## config.mk

```make
export PLATFORM = sky130hd
export DESIGN_NAME = mixColumnsStage
export DESIGN_NICKNAME = d
export VERILOG_FILES = /design/src/aesPkg.sv /design/src/mixColumnsStage.sv
export VERILOG_INCLUDE_DIRS = /design/src
export SDC_FILE = /design/constraint.sdc
export NUM_CORES = 1
export LEC_CHECK = 0
export ABC_AREA = 1
export BUFFER_PORTS_ARGS = -buffer_cell sky130_fd_sc_hd__buf_2
export CORE_AREA = 5 5 206 228
export CTS_BUF_LIST = sky130_fd_sc_hd__clkbuf_16
export CTS_CLUSTER_SIZE = 16
export DETAILED_ROUTE_END_ITERATION = 12
export DIE_AREA = 0 0 211 233
export PLACE_DENSITY = 0.53
export SKIP_LAST_GASP = 1
export SYNTH_ARGS = -nofsm -noshare
export SYNTH_HDL_FRONTEND = slang
export SYNTH_SLANG_ARGS = --single-unit
```

## constraint.sdc

```tcl
create_clock -name clk -period 3.17 [get_ports clk]
set_clock_uncertainty 0.2 [all_clocks]
set_input_delay 0.951 -clock clk [delete_from_list [all_inputs] [get_ports clk]]
set_output_delay 0.951 -clock clk [all_outputs]
set_load 0.02 [all_outputs]
```

## src/aes_config.svh

```systemverilog
`ifndef AES_CONFIG_SVH
`define AES_CONFIG_SVH

// Bytes in one AES state
`define AES_BYTES 16

`define AES_WIDTH 128

// Low byte of x^8 + x^4 + x^3 + x + 1
`define AES_POLY 8'h1b

`endif

```

## src/aesPkg.sv

```systemverilog
`default_nettype none

`include "aes_config.svh"

package aesPkg;

        // Byte 0 is the most significant, byte 4c+r is row r of column c
        typedef logic [0:`AES_BYTES-1][7:0] stateT;

        typedef enum logic {
                ROUND_MIX   = 1'b0,  // Normal round with MixColumns
                ROUND_FINAL = 1'b1   // Last round, no MixColumns
        } roundKindT;

        typedef struct packed {
                stateT     state;
                stateT     roundKey;
                roundKindT kind;
        } roundReqT;

endpackage

`default_nettype wire

```

## src/mixColumnsStage.sv

```systemverilog
`timescale 1ns/1ns
`default_nettype none

`include "aes_config.svh"

module mixColumnsStage import aesPkg::*; (
        input  logic      clk,
        input  logic      reset,
        input  logic      shiftedValid,
        input  stateT     subState,
        input  stateT     roundKey,
        input  roundKindT kind,
        output logic      outValid,
        output stateT     outState
);

        stateT                mixed;
        logic [`AES_WIDTH-1:0] keyed;

        // Multiply by x in GF(2^8)
        function automatic logic [7:0] xtime(input logic [7:0] b);
                return {b[6:0], 1'b0} ^ (b[7] ? `AES_POLY : 8'h00);
        endfunction

        // One column times the fixed matrix 02 03 01 01, rotated per row
        function automatic logic [31:0] mixWord(input logic [7:0] a0, input logic [7:0] a1,
                                                input logic [7:0] a2, input logic [7:0] a3);
                logic [7:0] b0;
                logic [7:0] b1;
                logic [7:0] b2;
                logic [7:0] b3;
                b0 = xtime(a0) ^ xtime(a1) ^ a1 ^ a2 ^ a3;
                b1 = a0 ^ xtime(a1) ^ xtime(a2) ^ a2 ^ a3;
                b2 = a0 ^ a1 ^ xtime(a2) ^ xtime(a3) ^ a3;
                b3 = xtime(a0) ^ a0 ^ a1 ^ a2 ^ xtime(a3);
                return {b0, b1, b2, b3};
        endfunction

        always_comb begin
                for (int c = 0; c < 4; c++) begin
                        if (kind == ROUND_MIX) begin
                                {mixed[4*c], mixed[4*c+1], mixed[4*c+2], mixed[4*c+3]} =
                                        mixWord(subState[4*c], subState[4*c+1],
                                                subState[4*c+2], subState[4*c+3]);
                        end else begin
                                {mixed[4*c], mixed[4*c+1], mixed[4*c+2], mixed[4*c+3]} =
                                        {subState[4*c], subState[4*c+1],
                                         subState[4*c+2], subState[4*c+3]};  // Final round
                        end
                end
        end

        assign keyed = mixed ^ roundKey;  // AddRoundKey

        always_ff @(posedge clk) begin
                if (reset) begin
                        outValid <= 1'b0;
                end else begin
                        outValid <= shiftedValid;
                end
        end

        always_ff @(posedge clk) begin
                if (shiftedValid) begin
                        outState <= keyed;
                end
        end

endmodule

`default_nettype wire

```

==> flow_summary.json <==
{
  "placed_area_um2": 17400,
  "whs_ps": 435,
  "crit_chain": "buf_2",
  "synth_top_cells_by_count": "1569 x nand2_1, 321 x nand3_1, 241 x inv_1, 128 x edfxtp_1, 121 x xor2_1",
  "port-buffer-count": 388,
  "status": "completed",
  "yosysMostFrequentCell": "nand2_1",
  "place_hpwl_um": 41900,
  "tns_ps": 0,
  "wirelength_um": 52800,
  "hold_viol_final": 0,
  "grtUsageMet2": 0.363,
  "crit_path_start": "outState[99]",
  "power_density_nw_per_um2": 385,
  "drtIter0Drc": 986,
  "grt.busiest_layer": "met2",
  "swShare": 0.387,
  "critPathSlowestCell": "edfxtp_1",
  "synth_cells": 2676,
  "drc_errors": 0,
  "cts_setup_buffers": 0,
  "viasPerCell": 4.80,
  "ctsResizeCount": 0,
  "whs_path_depth": 2,
  "htreeDepth": 4,
  "fin_crit_ps": 2240,
  "cts_root_buf": "clkbuf_16",
  "nets": 3228,
  "fin_util": 0.408,
  "drive_gt1_frac": 0.150,
  "synth_ff_type": "edfxtp_1",
  "synth.distinct_cells": 24,
  "syn_area_um2": 15300,
  "critical_path.startpoint_type": "flop",
  "fp-row-count": 81,
  "finalInstanceArea_um2": 18000,
  "postCtsHoldBufs": 0,
  "grt_max_degree": 155,
  "worst_ep_arrival_time_ps": 1090,
  "async_reset_ff_frac": 0,
  "worstMarginPinSlew_ps": 811,
  "pwr-share-seq": 0.317,
  "synth_area_leader_cell": "nand2_1",
  "clockBufferDepth": 2,
  "clkPwrFrac": 0.299,
  "global_route.usage.met3": 0.0499,
  "p_sw_w": 0.00269,
  "drtAntennaViolNets": 0,
  "cts_buffers": 17,
  "fmax_mhz": 447,
  "hold_path_class": "input pin to flop",
  "gp_congestion": 0.875,
  "ys_ff_latch": 129,
  "first_global_vias": 16100,
  "avgSynthCellArea_um2": 5.73,
  "min_period_over_period": 0.706,
  "combPwrFrac": 0.384,
  "leakage_nw": 10.6,
  "area_growth_pct": 17.6,
  "netlist.area_leader.share": 0.384,
  "cpLargestDelayFamily": "flip-flops",
  "cts.sinks": 129,
  "num_vias": 17100,
  "use_met1": 0.257,
  "crit_path_end": "outState[99]",
  "syn_nets": 2936,
  "ir_worst_vdd_uv": 406,
  "cp.depth": 1,
  "synth_edf_count": 128,
  "maxSlewHeadroom": 0.459,
  "grt_setup_unrepaired": "no",
  "critPathMaxStageDelay_ps": 430,
  "die_h_um": 233,
  "worstPathRequired_ps": 2020,
  "clk_pin_slew_ps": 60,
  "grt_overflow": 0,
  "antenna_found_initial": 16,
  "cp_max_fo": 1,
  "synth.area.top_cells": "nand2_1 38%, edfxtp_1 25%, nand3_1 10%",
  "cp-end-kind": "primary output",
  "chipWidth_um": 211,
  "setup_violations": 0,
  "grt_use_total": 0.209,
  "io_pins": 389,
  "maxCapViolCount": 0,
  "place_inst": 3530,
  "p_int_w": 0.00425,
  "initial_core_util": 0.347,
  "finalNonFillerCells": 3569,
  "tritoncts": "yes",
  "wire_per_inst_um": 14.8,
  "drtPass1Iterations": 5,
  "path_buf_inv": 1,
  "drv_slew": 0,
  "dieArea_um2": 49200,
  "critPathKind": "flop to primary output",
  "yosysSeqAreaShare": 0.252,
  "core_um2": 44200,
  "synth_warnings": 0,
  "grt_first_pass_wirelength_um": 82800
}
==> area by class of cell <==
class / count / area, um^2
Tap cell: 581 / 727
Clock buffer: 17 / 425
Multi-Input combinational cell: 2170 / 9800
Timing Repair Buffer: 398 / 2090
Sequential cell: 129 / 3860
Antenna cell: 8 / 20.0
Clock inverter: 14 / 148
Fill cell: 4861 / 26200
Inverter: 252 / 951
==> sequential cells by signal, summed over array words and instances, names as in the netlist <==
register	count
outState	128
outValid	1
==> per-layer routing <==
metal  routed length (um)  vias to the layer above
met1                22600                     7731
li1                     -                     8839
met2                25400                      458
met5                  108                        -
met4                  963                       18
met3                 3720                       75
==> per-stage QoR <==
step | total power (W) | setup WS, ps
after floorplan | 0.00410 | 938
after global placement | 0.00487 | 621
after detailed placement | 0.00491 | 580
after CTS | 0.00702 | 896
after global routing | 0.00743 | 909
final | 0.00694 | 932
==> worst min path at each step <==
| stage | start | end |
|---|---|---|
| global route | reset | outValid |
| global placement | reset | outValid |
| detailed placement | reset | outValid |
| finish | reset | outValid |
| CTS | reset | outValid |
| floorplan | reset | outValid |
==> power by group through the flow <==
stage / registers [W] / clock network (W) / logic [W]
6_report: 0.00220 / 0.00207 / 0.00267
5_1_grt: 0.00222 / 0.00219 / 0.00302
4_1_cts: 0.00220 / 0.00213 / 0.00268
3_5_place_dp: 0.00224 / 0 / 0.00268
3_3_place_gp: 0.00224 / 0 / 0.00264
2_1_floorplan: 0.00249 / 0 / 0.00161
==> cell families (layout without fill, tap and decap cells) <==
family / count (synthesis) / after routing / share of synthesized area
compound gates: 4 / 4 / 0.00147
flops: 129 / 129 / 0.252
other cells: 0 / 8 / 0
simple gates: 1976 / 1976 / 0.528
xor+xnor: 190 / 190 / 0.110
buf+inv: 377 / 681 / 0.108
==> cell usage in the layout, fill, tap and decap left out, types with 4 or more instances in the layout <==
cell type,n
inv_1,240
edfxtp_1,128
xnor2_1,66
clkinv_1,4
nand2_2,7
buf_2,386
buf_12,5
xor2_1,121
nand3b_1,61
clkbuf_16,17
nor2_1,7
inv_2,10
clkinv_2,4
diode_2,8
nand2_1,1569
nand4_1,10
buf_4,6
nand3_1,321
(Power assumes the default switching activity.)
