`src/aes_config.svh`:
```
`ifndef AES_CONFIG_SVH
`define AES_CONFIG_SVH

// Bytes in one AES state
`define AES_BYTES 16

`define AES_WIDTH 128

// Low byte of x^8 + x^4 + x^3 + x + 1
`define AES_POLY 8'h1b

`endif

```
`src/aesPkg.sv`:
```
`default_nettype none

`include "aes_config.svh"

package aesPkg;

        // Byte 0 is the most significant, byte 4c+r is row r of column c
        typedef logic [0:`AES_BYTES-1][7:0] stateT;

        typedef enum logic {
                ROUND_MIX   = 1'b0,  // Normal round with MixColumns
                ROUND_FINAL = 1'b1   // Last round, no MixColumns
        } roundKindT;

        typedef struct packed {
                stateT     state;
                stateT     roundKey;
                roundKindT kind;
        } roundReqT;

endpackage

`default_nettype wire

```
`src/shiftRowsStage.sv`:
```
`timescale 1ns/1ns
`default_nettype none

module shiftRowsStage import aesPkg::*; (
        input  logic     clk,
        input  logic     reset,
        input  logic     inValid,
        input  roundReqT inBlock,
        output logic     shiftedValid,
        output roundReqT shiftedReq
);

        stateT rotated;

        // Row r moves left by r columns
        always_comb begin
                for (int c = 0; c < 4; c++) begin
                        for (int r = 0; r < 4; r++) begin
                                rotated[4*c+r] = inBlock.state[4*((c+r)%4)+r];
                        end
                end
        end

        always_ff @(posedge clk) begin
                if (reset) begin
                        shiftedValid <= 1'b0;
                end else begin
                        shiftedValid <= inValid;
                end
        end

        always_ff @(posedge clk) begin
                if (inValid) begin
                        shiftedReq.state    <= rotated;  // Held pre-shifted for the S-box array
                        shiftedReq.roundKey <= inBlock.roundKey;
                        shiftedReq.kind     <= inBlock.kind;
                end
        end

endmodule

`default_nettype wire

```
`config.mk`:
```
export PLATFORM = sky130hd
export DESIGN_NAME = shiftRowsStage
export DESIGN_NICKNAME = d
export VERILOG_FILES = /design/src/aesPkg.sv /design/src/shiftRowsStage.sv
export VERILOG_INCLUDE_DIRS = /design/src
export SDC_FILE = /design/constraint.sdc
export NUM_CORES = 1
export LEC_CHECK = 0
export ABC_AREA = 1
export BUFFER_PORTS_ARGS = -buffer_cell sky130_fd_sc_hd__buf_2
export CORE_AREA = 5 5 201 203
export DETAILED_ROUTE_END_ITERATION = 7
export DIE_AREA = 0 0 206 208
export HOLD_SLACK_MARGIN = 0.03
export PLACE_DENSITY_LB_ADDON = 0.3
export SLEW_MARGIN = 10
export SYNTH_ARGS = -nofsm -noshare
export SYNTH_HDL_FRONTEND = slang
export SYNTH_SLANG_ARGS = --single-unit
```
`constraint.sdc`:
```
create_clock -name clk -period 0.8 [get_ports clk]
set_clock_uncertainty 0.05 [all_clocks]
set_input_delay 0.12 -clock clk [delete_from_list [all_inputs] [get_ports clk]]
set_output_delay 0.12 -clock clk [all_outputs]
set_load 0.01 [all_outputs]
```
==> results of run 1 <==
-- power by group --
part           switching [uW]  internal, uW  total, uW
clock                    4990          7630      12600
combinational            1740          2100       3850
sequential                282         16100      16300
-- stage by stage --
step | total power [uW] | utilization [%] | TNS (ns) | hold slack (ns) | setup slack (ns)
final | 32820 | 38.79 | -108.00 | 0.008088 | -0.5199
after global routing | 34140 | 38.79 | -120.30 | 0.002454 | -0.5666
after CTS | 33220 | 38.70 | -117.56 | -0.006847 | -0.5624
after detailed placement | 19460 | 29.52 | -30.61 | 0.2349 | -0.2417
after global placement | 19430 | 29.52 | -28.30 | 0.2465 | -0.2315
after floorplan | 17220 | - | 0 | 0.1369 | 0.2362
-- routing by layer --
layer | part of all wire, % | GRT usage, % | vias up
met3 | 9.4 | 3.675 | 49
met5 | 0.049 | 0 | -
li1 | - | - | 2732
met4 | 2.7 | 3.878 | 2
met2 | 52 | 21.03 | 306
met1 | 36 | 12.13 | 2750
-- final cells by class --
class | count | area [sq um]
clock inverters | 14 | 120.1
repair buffers | 802 | 5535
flip-flops and latches | 258 | 7737
well taps | 518 | 648.1
fillers | 3505 | 23440
clock buffers | 35 | 798.3
inverters | 1 | 3.754
multi-input cells | 1 | 6.256
diodes | 1 | 2.502
-- cell usage in the layout (no fill, tap or decap), drive strengths merged --
master       count
buf            543
bufinv           2
clkbuf          35
clkinv          11
clkinvlp         1
dfxtp            1
diode            1
dlygate4sd3    259
edfxtp         257
inv              1
nor2             1
-- final timing paths --
kind	startpoint	to	slack [ns]	cells past startpoint
max	shiftedReq[43]	shiftedReq[43]	-0.52	1
min	inValid	shiftedReq[31]	0.008	2
-- what timing repair did --
action / 4_1_cts / 5_1_grt
buffers inserted: 0 / 0
cloned: 0 / 0
endpoints found under the setup margin: 258 / 259
hold buffers: 259 / 1
resized for setup: 2 / 7
endpoints found under the hold margin: 290 / 17
-- cell families after synthesis --
family | count (synthesis)
flip-flops | 258
AND/OR/NAND/NOR | 1
buffers and inverters | 1
-- cells in the mapped netlist (all sizes together) --
cell	instances
dfxtp	1
edfxtp	257
inv	1
nor2	1
-- registers in the layout, summed over array words and instances (netlist names) --
signal and cells:
shiftedReq 257, shiftedValid 1
==> flow_summary.ini, run 1 <==
[die]
io_pins = 518
core_region_area_sq_mm = 0.03829
rows = 72
initial_utilization_pct = 20.24
die-width_um = 206
die_area_sq_mm = 0.04285
dieHeight_um = 208

[place]
gp_congestion = 0.7694
port_buffers = 517
dpl.cell_count = 1321
dpl-instance-area_sq_mm = 0.01130
detailed_place_hpwl_um = 19050

[synth]
synth-simple-area-share_pct = 0.08075
ys_seq_elements = 258
synth_top_family_by_area = simple AND/OR/NAND/NOR gates
synth_area_leader_cell = edfxtp_1
synthMuxAreaShare_pct = 0
synth_cells = 260
syn_nets = 520
ys.warnings.count = 0
synthesis.area_sq_mm = 0.007747
synth.area.top_cells = edfxtp_1 (100%), dfxtp_1 (0.26%), nor2_2 (0.081%), inv_1 (0.048%)
yosysTopAreaCellShare_pct = 99.61
avgSynthCellArea_sq_um = 29.80
ys_types = 4
synth_compound_area_share_pct = 0
yosys.area_share.adder_pct = 0
ys_seq_area_share_pct = 99.87
synth-xor-area-share_pct = 0

[global_route]
antenna_found_initial = 2
grt_pass1_vias = 6622
grt_first_pass_wirelength_um = 37980
track_usage_pct = 11.40
grt_max_degree = 27
grt_overflow = 0

[status]
violations = setup timing
status = complete, but fails checks

[worst_setup_path]
end_kind = output port
critPathMaxFanout = 1
critical_path_arrival_ns = 1.15
cp_slowest_stage_delay_ns = 0.44
crit_type = reg2out
startpoint_type = register
crit_buf_inv = 1
cp_cell_sequence = buf_2
critPathRequiredTime_ns = 0.63
crit_family = flip-flops
crit_slowest_cell = edfxtp_1

[timing]
post-route-min-period_ns = 1.320
maxSlewViolCount = 0
final.period_utilization_pct = 165.0
finalSetupViolCount = 259
setup_ws_ns = -0.5199
tightest_slew_ns = 0.2047
clock.fmax_mhz = 757.7
rsz0062_at_grt = yes
hold_viol = 0
slew_headroom_pct = 86.35

[final_layout]
fin_nets = 1352
areaGrowthSynthToFinish_pct = 91.70
drive_gt1_share_pct = 52.84
final_area_sq_mm = 0.01485
stdcell_count = 1630

[clocking]
cts_root_buf = clkbuf_16
clkSinkCount = 258
clk_pin_slew_ns = 0.06
cts_tree = built
numCtsBuffers = 28
clock_path_buffers = 3
htree_levels = 1

[run]
drv_cap = 0

[drt]
via_per_inst = 3.582
drc = 0
ant_nets = 0
wl_um = 26290
wl_per_cell_um = 16.13
first_iter_violations = 216
drtPass1Iterations = 4
vias = 5839

[worst_hold_path]
hold_path_class = in2reg

[power_and_ir_drop]
p_leak_uw = 0.006284
ir_worst_vdd_mv = 1.572
p_per_area_mw_per_mm2 = 2210
Note: power is estimated with default switching activity, not from simulation.
==> run 2, diff against run 1 <==
Settings changed: CTS_BUF_LIST set to sky130_fd_sc_hd__clkbuf_16.
==> run 2 against run 1 <==
Effect of this change: sequential share of layout area is 0.15 points higher; worst setup slack better by 0.0025 ns; critical endpoint unchanged; the flow still finishes with violations (setup timing); largest power group unchanged; core utilization is 0.11 points lower; critical path type unchanged; critical path depth stayed put; highest routed layer unchanged; clock power is 4% lower; final area is 0.29% lower; routed wire length hardly changed; clock-buffer cell count is 6 lower; global-route usage hardly changed; maximum frequency is 0.19% higher.
==> flow_summary.ini, run 2 (synthesis gave the netlist of run 1 again) <==
[status]
status = complete, but fails checks
violations = setup timing

[die]
io_pins = 518
rows = 72
dieHeight_um = 208
die_area_sq_mm = 0.04285
initial_utilization_pct = 20.24
die-width_um = 206
core_region_area_sq_mm = 0.03829

[timing]
tightest_slew_ns = 0.2002
maxSlewViolCount = 0
post-route-min-period_ns = 1.317
setup_tns_ns = -108.00
clock.fmax_mhz = 759.1
slew_headroom_pct = 86.61
rsz0062_at_grt = yes
holdWs_ns = 0.01035
setup_ws_ns = -0.5173
final.period_utilization_pct = 164.7
finalSetupViolCount = 259
hold_viol = 0

[global_route]
grt_first_pass_wirelength_um = 37960
grt_use_met3_pct = 3.659
grt_overflow = 0
top_usage_layer = met2
track_usage_pct = 11.40
grt_max_degree = 27
grtUsageMet2_pct = 21.03
grtUsageMet1_pct = 12.16
grt_pass1_vias = 6598
antenna_found_initial = 2

[drt]
drtPass1Iterations = 4
ant_nets = 0
vias = 5827
first_iter_violations = 208
wl_um = 26290
drc = 0
via_per_inst = 3.575
wl_per_cell_um = 16.13

[final_layout]
post-route-util_pct = 38.68
drive_gt1_share_pct = 52.39
final_common_cell = buf_2
areaGrowthSynthToFinish_pct = 91.13
largestRegisters = shiftedReq: 257 flops, shiftedValid: 1 flops
multiInputGateArea_sq_um = 6.256
nFillCells = 3518
regArea_sq_mm = 0.007737
largest-register = shiftedReq
largest_reg_flops = 257
layout_common_cells = buf_2 (509), dlygate4sd3_1 (259), edfxtp_1 (257)
fin_nets = 1352

[worst_setup_path]
crit_type = reg2out
crit_start = shiftedReq[43]
crit_family = flip-flops
startpoint_type = register
cp_cell_sequence = buf_2
crit_buf_inv = 1
critPathRequiredTime_ns = 0.63
critPathMaxFanout = 1
end_kind = output port
critical_path_arrival_ns = 1.15
cp_slowest_stage_delay_ns = 0.44
crit_slowest_cell = edfxtp_1

[power_and_ir_drop]
p_total_uw = 32310
p_leak_uw = 0.006262
p_per_area_mw_per_mm2 = 2182
ir_worst_vdd_mv = 1.572

[clocking]
clock_path_buffers = 3
clk_pin_slew_ns = 0.06
htree_levels = 1
cts_root_buf = clkbuf_16
numCtsBuffers = 28
cts_setup_buffers = 0
clkSinkCount = 258
cts_tree = built

[place]
detailed_place_hpwl_um = 19050
port_buffers = 517
gp_congestion = 0.7694
dp_slack_ns = -0.2417

[worst_hold_path]
min-delay-start = inValid
hold_path_class = in2reg

[run]
drv_cap = 0
-- run 2: layout make-up --
| class | count | share of cell area, % |
|---|---|---|
| clock inverter | 20 | 0.9632 |
| tap | 518 | 4.377 |
| antenna | 1 | 0.01690 |
| inverter | 1 | 0.02535 |
| multi-input combinational | 1 | 0.04225 |
| timing repair buffer | 802 | 37.42 |
| clock buffer | 29 | 4.901 |
| sequential | 258 | 52.25 |
-- run 2: final timing paths --
path | to | depth (start not counted)
worst max-delay path | shiftedReq[43] | 1
worst min-delay path | shiftedReq[4] | 2
-- run 2: routing by layer --
metal / share of wire, % / routed length [um] / vias to the layer above
met5: 0.049 / 13 / -
met4: 2.7 / 706 / 2
met3: 9.4 / 2471 / 48
met2: 52 / 13670 / 305
met1: 36 / 9428 / 2739
li1: - / - / 2733
-- run 2: what timing repair did --
action | in CTS | in global routing
endpoints found under the setup margin | 258 | 259
hold endpoints to repair | 290 | 17
gates resized for setup | 2 | 8
hold buffers | 259 | 1
-- run 2: power breakdown --
group | internal [uW] | switching [uW]
clock | 7130 | 4970
sequential | 16100 | 283
combinational | 2110 | 1750
total | 25300 | 7000
-- run 2: per-stage QoR --
| stage | instances | area, sq um |
|---|---|---|
| after floorplan | 260 | 7747 |
| after global placement | 1321 | 11300 |
| after detailed placement | 1321 | 11300 |
| after CTS | 1629 | 14770 |
| after global routing | 1630 | 14810 |
| final | 1630 | 14810 |
==> run 3, diff against run 2 <==
Settings changed: CORE_AREA 5 5 201 203 to 5 5 199 201, DIE_AREA 0 0 206 208 to 0 0 204 206.
Clock period 0.8 ns to 1.7 ns, I/O delays scaled along.
==> run 3 against run 2 <==
Effect of this change: the flow now finishes without violations; routed wire length grew 0.74%; clock power is 54% lower; first-iteration DRC count fell by 2.9%; final area shrank 1.5%; sequential power shrank 53%; via count down 0.21%; cell count down 1.4%; critical endpoint is now shiftedReq[102].
==> flow_summary.ini, run 3 (synthesis gave the netlist of run 1 again) <==
[die]
die-width_um = 204
rows = 71
dieHeight_um = 206
die_area_sq_mm = 0.04202
io_pins = 518
initial_utilization_pct = 20.72
core_region_area_sq_mm = 0.03740

[drt]
first_iter_violations = 202
drc = 0
drtPass1Iterations = 4
via_per_inst = 3.619
wl_per_cell_um = 16.48
ant_nets = 0
wl_um = 26490
vias = 5815

[power_and_ir_drop]
p_per_area_mw_per_mm2 = 1031
ir_worst_vdd_mv = 0.7267
p_leak_uw = 0.006191

[worst_setup_path]
crit_slowest_cell = edfxtp_1
critical_path_arrival_ns = 1.12
startpoint_type = register
end_kind = output port
critPathRequiredTime_ns = 1.39
crit_buf_inv = 1
cp_cell_sequence = buf_2
crit_family = flip-flops
critPathMaxFanout = 1
cp_slowest_stage_delay_ns = 0.43
crit_type = reg2out

[final_layout]
fin_nets = 1338
regArea_sq_mm = 0.007737
final_area_sq_mm = 0.01458
final_common_cell = buf_2
diodes = 0
largestRegisters = shiftedReq: 257 flops, shiftedValid: 1 flops
multiInputGateArea_sq_um = 6.256
areaGrowthSynthToFinish_pct = 88.24
layout_common_cells = buf_2 (516), dlygate4sd3_1 (258), edfxtp_1 (257)
largest_reg_flops = 257
largest-register = shiftedReq
drive_gt1_share_pct = 51.82
nFillCells = 3431

[timing]
slew_headroom_pct = 70.61
post-route-min-period_ns = 1.425
final.period_utilization_pct = 83.83
tightest_slew_ns = 0.4409
maxSlewViolCount = 0
rsz0062_at_grt = no
clock.fmax_mhz = 701.7
finalSetupViolCount = 0
hold_viol = 0
setup_tns_ns = 0

[place]
gp_congestion = 0.7706
dpl-instance-area_sq_mm = 0.01116
port_buffers = 517
detailed_place_hpwl_um = 19060

[global_route]
track_usage_pct = 11.66
grt_max_degree = 41
grt_overflow = 0
grt_pass1_vias = 6506
grt_first_pass_wirelength_um = 37960
antenna_found_initial = 0

[clocking]
clk_pin_slew_ns = 0.06
clock_path_buffers = 3
cts_root_buf = clkbuf_16
ctsHoldBuffers = 258
clkSinkCount = 258
cts.repair.resized = 0
numCtsBuffers = 27
cts_setup_buffers = 0
htree_levels = 1
cts_tree = built

[status]
status = finished, final reports clean

[run]
drv_cap = 0

[worst_hold_path]
hold_path_class = in2reg
==> run 3: cell types whose count changed in the layout (fill, tap and decap cells not counted), sizes merged <==
| cell | delta |
|---|---|
| diode | -1 |
| dlygate4sd3 | -1 |
| clkinvlp | -1 |
| clkbuf | -2 |
| clkinv | -8 |
| inv | +8 |
| bufinv | +1 |
| buf | -12 |
==> run 3: final cells by class <==
type / count / area share [%]
clock inverter: 20 / 1.107
sequential: 258 / 53.05
inverter: 1 / 0.02574
multi-input combinational: 1 / 0.04290
timing repair buffer: 789 / 36.75
tap: 511 / 4.384
clock buffer: 27 / 4.633
==> run 3: through the flow <==
stage               hold slack [ns]  power, uW  setup slack, ns  utilization [%]  std cells
global placement             0.3815       9118           0.4047            29.85       1302
floorplan                    0.2719       8105            1.001                -        260
detailed placement           0.3831       9130           0.3893            29.85       1302
finish                       0.1157      15040           0.2748            39.00       1607
global route                0.09434      15680           0.2290            39.00       1607
CTS                         0.08961      15240           0.2394            39.00       1607
==> run 3: power by group <==
group | leakage, uW | switching, uW | internal (uW)
Sequential | 0.00252 | 129 | 7560
Combinational | 0.00322 | 828 | 949
Clock | 0.000450 | 2260 | 3310
Total | 0.00619 | 3220 | 11800
==> run 3: path summary, 6_finish.rpt <==
check | startpoint | endpoint | cells after the start
worst min-delay path | inValid | shiftedReq[200] | 1
worst max-delay path | shiftedReq[102] | shiftedReq[102] | 1
==> run 3: per-layer routing <==
layer	routed length [um]	global-route usage, %
met5	0	0
met2	14000	21.34
met3	2558	4.033
met4	674	3.900
met1	9251	12.62
